**config.mk**
```make
export PLATFORM = sky130hd
export DESIGN_NAME = fetch_cache
export DESIGN_NICKNAME = d
export VERILOG_FILES = /design/src/verilog/mem_pkg.sv /design/src/verilog/cache_pkg.sv /design/src/verilog/cache_mem.sv /design/src/verilog/icache_ctrl.sv /design/src/verilog/fetch_cache.sv
export SDC_FILE = /design/constraint.sdc
export NUM_CORES = 2
export LEC_CHECK = 0
export ABC_AREA = 1
export BUFFER_PORTS_ARGS = -buffer_cell sky130_fd_sc_hd__buf_2
export CORE_UTILIZATION = 24
export CTS_CLUSTER_DIAMETER = 150
export DETAILED_ROUTE_END_ITERATION = 7
export RECOVER_POWER = 100
export SYNTH_ARGS = -nofsm -noshare
export SYNTH_HDL_FRONTEND = slang
export SYNTH_SLANG_ARGS = --single-unit
```
**constraint.sdc**
```tcl
create_clock -name clock -period 5.85 [get_ports clock]
set_clock_uncertainty 0.05 [all_clocks]
set_input_delay 1.17 -clock clock [delete_from_list [all_inputs] [get_ports clock]]
set_output_delay 1.17 -clock clock [all_outputs]
set_load 0.1 [all_outputs]
```
**src/verilog/mem_pkg.sv**
```systemverilog
//////////////////////////////////////////////////////////////////////
// tagged memory bus, 16-bit byte address and 64-bit blocks
// response tag zero means the command was refused
//////////////////////////////////////////////////////////////////////
package mem_pkg;

	//////////////////////////////////////////////////////////////////////
	// bus widths
	//////////////////////////////////////////////////////////////////////

	// byte address
	localparam int MEM_ADDR_BITS = 16;
	// one block per transfer
	localparam int MEM_DATA_BITS = 64;
	// response / data tag, zero reserved
	localparam int MEM_TAG_BITS = 4;

	// bus command, only NONE and LOAD are driven here
	typedef enum logic [1:0] {
		NONE  = 2'b00,
		LOAD  = 2'b01,
		STORE = 2'b10
	} mem_cmd_t;

	// command and address, 18 bits
	typedef struct packed {
		mem_cmd_t                 cmd;
		logic [MEM_ADDR_BITS-1:0] addr;
	} mem_req_t;

endpackage

```
**src/verilog/cache_pkg.sv**
```systemverilog
//////////////////////////////////////////////////////////////////////
// direct-mapped icache geometry, tag + index + offset span the address
//////////////////////////////////////////////////////////////////////
package cache_pkg;
	import mem_pkg::*;

	//////////////////////////////////////////////////////////////////////
	// geometry
	//////////////////////////////////////////////////////////////////////

	// fetch ways served in parallel
	localparam int WAYS = 2;
	// 32 lines
	localparam int INDEX_BITS = 5;
	localparam int TAG_BITS = 8;
	// byte within the 64-bit block
	localparam int OFFSET_BITS = 3;
	localparam int LINES = 1 << INDEX_BITS;

	// fetch way request, 17 bits
	typedef struct packed {
		logic                     en;
		logic [MEM_ADDR_BITS-1:0] addr;
	} fetch_req_t;

	// block back to the fetch way, 65 bits
	typedef struct packed {
		logic                     valid;
		logic [MEM_DATA_BITS-1:0] data;
	} fetch_rsp_t;

	// one-cycle line write, 78 bits
	typedef struct packed {
		logic                     strobe;
		logic [INDEX_BITS-1:0]    index;
		logic [TAG_BITS-1:0]      tag;
		logic [MEM_DATA_BITS-1:0] data;
	} refill_t;

endpackage

```
**src/verilog/cache_mem.sv**
```systemverilog
//////////////////////////////////////////////////////////////////////
// combinational lookup per way, refill lands on the edge after strobe
//////////////////////////////////////////////////////////////////////
module cache_mem
	import mem_pkg::*;
	import cache_pkg::*;
(
	input  logic                  clock,
	input  logic                  arst_n,
	input  fetch_req_t [WAYS-1:0] fetch_req,
	input  refill_t               refill,
	output fetch_rsp_t [WAYS-1:0] fetch_rsp,
	output logic       [WAYS-1:0] miss
);

	//////////////////////////////////////////////////////////////////////
	// line storage
	//////////////////////////////////////////////////////////////////////

	// block data and stored tags
	logic [MEM_DATA_BITS-1:0] data_q [LINES];
	logic [TAG_BITS-1:0]      tag_q  [LINES];
	// one valid bit per line
	logic [LINES-1:0]         valid_q;

	// payload write, single port
	always_ff @(posedge clock) begin
		if (refill.strobe) begin
			data_q[refill.index] <= refill.data;
			tag_q[refill.index]  <= refill.tag;
		end
	end

	// valid bits, all lines empty out of reset
	always_ff @(posedge clock or negedge arst_n) begin
		if (!arst_n) begin
			valid_q <= '0;
		end else if (refill.strobe) begin
			valid_q[refill.index] <= 1'b1;
		end
	end

	//////////////////////////////////////////////////////////////////////
	// per-way lookup
	//////////////////////////////////////////////////////////////////////

	for (genvar w = 0; w < WAYS; w++) begin : g_way
		logic [INDEX_BITS-1:0] idx;
		logic [TAG_BITS-1:0]   tag;
		logic                  hit;

		// split the fetch address, offset bits ignored
		assign idx = fetch_req[w].addr[OFFSET_BITS +: INDEX_BITS];
		assign tag = fetch_req[w].addr[OFFSET_BITS+INDEX_BITS +: TAG_BITS];

		// line present and tags agree
		assign hit = valid_q[idx] && (tag_q[idx] == tag);

		// only an enabled way can hit or miss
		assign fetch_rsp[w].valid = fetch_req[w].en && hit;
		assign fetch_rsp[w].data  = data_q[idx];
		assign miss[w]            = fetch_req[w].en && !hit;

		// a refilled line answers its way on the next cycle
		a_refill_hit: assert property (
			@(posedge clock) disable iff (!arst_n)
			refill.strobe && fetch_req[w].en && refill.index == idx && refill.tag == tag
			|=> fetch_rsp[w].valid || !fetch_req[w].en || !$stable(idx) || !$stable(tag)
		);
	end

endmodule

```
**src/verilog/icache_ctrl.sv**
```systemverilog
//////////////////////////////////////////////////////////////////////
// one miss outstanding, lowest missing way first
// tag zero is never a pending tag, so an idle bus cannot match
//////////////////////////////////////////////////////////////////////
module icache_ctrl
	import mem_pkg::*;
	import cache_pkg::*;
(
	input  logic                     clock,
	input  logic                     arst_n,
	input  fetch_req_t [WAYS-1:0]    fetch_req,
	input  logic [WAYS-1:0]          miss,
	input  logic [MEM_TAG_BITS-1:0]  mem_response,
	input  logic [MEM_TAG_BITS-1:0]  mem_tag,
	input  logic [MEM_DATA_BITS-1:0] mem_data,
	output mem_req_t                 mem_req,
	output refill_t                  refill
);

	// idle, LOAD on the bus, waiting for the data tag
	typedef enum logic [1:0] {
		ST_IDLE,
		ST_REQ,
		ST_WAIT
	} state_t;

	state_t                   state_q;
	state_t                   state_d;
	// block-aligned address of the miss in flight
	logic [MEM_ADDR_BITS-1:0] pend_addr_q;
	// tag handed back when memory took the LOAD
	logic [MEM_TAG_BITS-1:0]  pend_tag_q;
	// address of the lowest missing way
	logic [MEM_ADDR_BITS-1:0] sel_addr;
	logic                     accepted;
	logic                     tag_match;

	//////////////////////////////////////////////////////////////////////
	// miss selection
	//////////////////////////////////////////////////////////////////////

	// walk down so way 0 wins
	always_comb begin : pick_way
		sel_addr = '0;
		for (int w = WAYS - 1; w >= 0; w--) begin
			if (miss[w]) begin
				sel_addr = fetch_req[w].addr;
			end
		end
	end

	// latch on leaving idle, offset bits dropped
	always_ff @(posedge clock) begin
		if (state_q == ST_IDLE && |miss) begin
			pend_addr_q <= {sel_addr[MEM_ADDR_BITS-1:OFFSET_BITS], {OFFSET_BITS{1'b0}}};
		end
	end

	//////////////////////////////////////////////////////////////////////
	// FSM
	//////////////////////////////////////////////////////////////////////

	// nonzero response takes the LOAD
	assign accepted  = (state_q == ST_REQ) && (mem_response != '0);
	// returning data for our request
	assign tag_match = (state_q == ST_WAIT) && (mem_tag == pend_tag_q);

	always_comb begin
		state_d = state_q;
		case (state_q)
			ST_IDLE: begin
				if (|miss) begin
					state_d = ST_REQ;
				end
			end
			// refused LOADs just stay here and go out again
			ST_REQ: begin
				if (accepted) begin
					state_d = ST_WAIT;
				end
			end
			ST_WAIT: begin
				if (tag_match) begin
					state_d = ST_IDLE;
				end
			end
			default: state_d = ST_IDLE;
		endcase
	end

	always_ff @(posedge clock or negedge arst_n) begin
		if (!arst_n) begin
			state_q    <= ST_IDLE;
			pend_tag_q <= '0;
		end else begin
			state_q <= state_d;
			if (accepted) begin
				pend_tag_q <= mem_response;
			end
		end
	end

	//////////////////////////////////////////////////////////////////////
	// outputs
	//////////////////////////////////////////////////////////////////////

	// LOAD held until a nonzero response
	assign mem_req.cmd  = (state_q == ST_REQ) ? LOAD : NONE;
	assign mem_req.addr = (state_q == ST_REQ) ? pend_addr_q : '0;

	// strobe carries this cycle's bus data
	assign refill.strobe = tag_match;
	assign refill.index  = pend_addr_q[OFFSET_BITS +: INDEX_BITS];
	assign refill.tag    = pend_addr_q[OFFSET_BITS+INDEX_BITS +: TAG_BITS];
	assign refill.data   = mem_data;

	// stores never leave the fetch path
	a_no_store: assert property (
		@(posedge clock) disable iff (!arst_n)
		mem_req.cmd != STORE
	);

	// strobe only while waiting, and only on a real data beat
	a_strobe_wait: assert property (
		@(posedge clock) disable iff (!arst_n)
		refill.strobe |-> (state_q == ST_WAIT) && (mem_tag != '0)
	);

endmodule

```
**src/verilog/fetch_cache.sv**
```systemverilog
//////////////////////////////////////////////////////////////////////
// icache top, hits are combinational, stores are never issued
//////////////////////////////////////////////////////////////////////
module fetch_cache
	import mem_pkg::*;
	import cache_pkg::*;
(
	input  logic                     clock,
	input  logic                     arst_n,
	input  fetch_req_t [WAYS-1:0]    fetch_req,
	input  logic [MEM_TAG_BITS-1:0]  mem_response,
	input  logic [MEM_TAG_BITS-1:0]  mem_tag,
	input  logic [MEM_DATA_BITS-1:0] mem_data,
	output fetch_rsp_t [WAYS-1:0]    fetch_rsp,
	output mem_req_t                 mem_req
);

	// controller to storage
	refill_t         refill;
	// storage to controller
	logic [WAYS-1:0] miss;

	// lines, tags and lookup
	cache_mem u_cache_mem (
		.clock     (clock),
		.arst_n    (arst_n),
		.fetch_req (fetch_req),
		.refill    (refill),
		.fetch_rsp (fetch_rsp),
		.miss      (miss)
	);

	// miss handling and bus side
	icache_ctrl u_icache_ctrl (
		.clock        (clock),
		.arst_n       (arst_n),
		.fetch_req    (fetch_req),
		.miss         (miss),
		.mem_response (mem_response),
		.mem_tag      (mem_tag),
		.mem_data     (mem_data),
		.mem_req      (mem_req),
		.refill       (refill)
	);

endmodule

```
==> flow_summary.json <==
{
  "status": "finished with violations",
  "violations": "DRC, capacitance limit, slew limit",
  "synth_area_leaders": "edfxtp_1 62%, o21ai_0 11%, nor2_1 8.2%, o22ai_1 5.3%, nand2_1 3.5%",
  "postCtsSetupRepairBufs": 0,
  "hold_buffers": 0,
  "power.density_nw_per_um2": 310,
  "drc_errors": 2,
  "place_hpwl_um": 234000,
  "area_growth_pct": 15.8,
  "syn_area_um2": 113000,
  "dpl_cell_area_um2": 125000,
  "routedWlPerCell_um": 25.1,
  "grt_first_pass_wirelength_um": 628000,
  "n_fill_cell": 48100,
  "synthCells": 11400,
  "end_kind": "register",
  "start_util_pct": 24.2,
  "yosysUniqueCellTypes": 38,
  "critPathMaxStageDelay_ns": 1.44,
  "die_h_um": 688,
  "drive_gt1_share_pct": 7.77,
  "rsz0062_at_grt": "no",
  "clkLatencyLatePin_ns": 0.91,
  "met1Wirelength_um": 175000,
  "yosys.area.top_type_share_pct": 61.5,
  "clockBufferDepth": 4,
  "gr-total-overflow": 0,
  "grt_max_degree": 138,
  "arrival_ns": 6.25,
  "finalCritPeriodShare_pct": 99.5,
  "slew_headroom_pct": -137,
  "worst_setup_path_start_kind": "register",
  "gp_congestion": 0.812,
  "synth_seq_area_share_pct": 62.4,
  "dr.pass1.iters": 8,
  "ant_nets": 0,
  "timing.final.ws_setup_ns": 0.0276,
  "cts-root-buf": "clkbuf_16",
  "design_area_um2": 131000,
  "die_x_um": 688,
  "cts_resized": 0,
  "postSynthAreaPerCell_um2": 9.91,
  "tritoncts": "built",
  "ys_warn_count": 0,
  "clkSinkCount": 2355,
  "floorplan.rows": 251,
  "wl_met3_um": 51800,
  "ir_worst_vdd_mv": 0.236,
  "coreArea_um2": 468000,
  "hp-class": "reg2reg",
  "wl_um": 445000,
  "io_pins": 256,
  "maxCapViolCount": 61,
  "vias": 97200,
  "power_mw": 40.6,
  "path_cells": "or2_2 -> a2111o_1 -> nor4_1 -> nand2_1 -> nor2_1 -> clkbuf_4",
  "hold_viol": 0,
  "drtIter0Drc": 15200,
  "cts_buffers": 263,
  "critical-path-slowest-cell": "nor4_1",
  "required_ns": 6.28,
  "yosys.area.top_type": "edfxtp_1",
  "viasPerCell": 5.50,
  "fin_crit_ns": 5.82,
  "hold_slack_ns": 0.420,
  "dr.max_layer_used": "met5",
  "tightest_slew_ns": 3.56,
  "ys_seq_elements": 2355,
  "post-place-ws_ns": 0.538,
  "final_max_slew_viol_count": 1980,
  "met2_length_um": 194000,
  "setup_viol": 0,
  "layout_common_cells": "2463 x nor2_1, 2450 x o21ai_0, 2317 x edfxtp_1",
  "fmax_ghz": 0.172,
  "grt_pass1_vias": 90600,
  "antenna_found_initial": 62,
  "clkSlewWorstSetupHoldPaths_ns": 0.06,
  "tns_ns": 0,
  "cts.htree.levels": 5,
  "io_buffer_count": 245,
  "leakagePower_nw": 42.1,
  "worstSetupPathType": "reg2reg",
  "finalNetCount": 11400,
  "layout_commonest_cell": "nor2_1",
  "crit_fanout": 25,
  "grt_use_total_pct": 17.8,
  "die_area_um2": 474000
}
## flip-flops by register name, summed over array words and instances, names as in the netlist
register,cells
u_icache_ctrl.pend_addr_q,13
u_icache_ctrl.state_q,2
u_cache_mem.tag_q,256
u_cache_mem.valid_q,32
u_cache_mem.data_q,2048
u_icache_ctrl.pend_tag_q,4
## critical path: cells and delay by family (launching register included)
| kind | cells | cell delay [ns] |
|---|---|---|
| compound gates | 1 | 0.47 |
| flops | 1 | 0.39 |
| buf+inv | 1 | 0.86 |
| simple gates | 4 | 3.52 |
## power by group
part | total [mW] | internal [mW] | switching (mW)
Sequential | 19.0 | 18.8 | 0.143
Combinational | 5.40 | 1.33 | 4.06
Clock | 16.2 | 9.36 | 6.88
Total | 40.6 | 29.5 | 11.1
## Yosys cell counts, drive strengths merged
library cell and number:
o31ai 24, clkbuf 685, o21ai 2465, dfrtp 38
buf 331, edfxtp 2317, a2111o 1, nor4 2
xnor2 1, conb 1, nand3 594, a21oi 82
o211ai 24, nor3 3, o32ai 13, nor2 2468
or2 17, a31oi 51, nand4 4, o22ai 961
a32o 12, inv 60, a22oi 1, o21bai 13
nand2 1044, xor2 4, and2 1, nand3b 5
o221ai 189
## path summary, 6_finish.rpt
path,end,start,depth (start not counted),slack [ns]
worst max-delay path,u_cache_mem.data_q[22][22],u_icache_ctrl.pend_tag_q[1],6,0.03
worst min-delay path,u_cache_mem.valid_q[17],u_cache_mem.valid_q[17],2,0.42
worst max register to register,u_cache_mem.data_q[22][22],u_icache_ctrl.pend_tag_q[1],6,0.03
worst min register to register,u_cache_mem.valid_q[17],u_cache_mem.valid_q[17],2,0.42
max in group asynchronous,u_cache_mem.valid_q[21],arst_n,1,3.19
min in group asynchronous,u_icache_ctrl.state_q[0],arst_n,1,1.03
## per-layer routing
metal / vias to the layer above / GRT usage [%]
li1: 41500 / -
met1: 47400 / 23.7
met2: 6921 / 27.7
met3: 1336 / 3.22
met4: 22 / 8.70
met5: - / 0
## area by class of cell
cell class,count,area [um2],area share [%]
multi-input cells,7983,38000,29.0
well taps,6198,7750,5.92
clock inverters,128,1200,0.913
repair buffers,608,6100,4.66
flip-flops and latches,2355,70500,53.8
clock buffers,331,7030,5.37
diodes,20,50.0,0.0382
inverters,60,290,0.222
## cells by family (layout without fill, tap and decap cells)
logic type                count (synthesis)  in the layout  share of synthesized area, %
and+or+nand+nor                        4138           4138                          14.5
AOI/OAI and AO/OA                      3836           3836                          19.0
DFF                                    2355           2355                          62.4
buffers and inverters                  1076           1127                          4.11
xor gates and xnor gates                  5              5                        0.0387
other                                     1             24                       0.00332
## stage by stage
| stage | std cells | util, % |
|---|---|---|
| after global placement | 17200 | 26.6 |
| final | 17700 | 28.0 |
| after floorplan | 11400 | - |
| after CTS | 17700 | 28.4 |
| after detailed placement | 17200 | 26.6 |
| after global routing | 17700 | 28.0 |
Note: power is estimated with default switching activity, not from simulation.
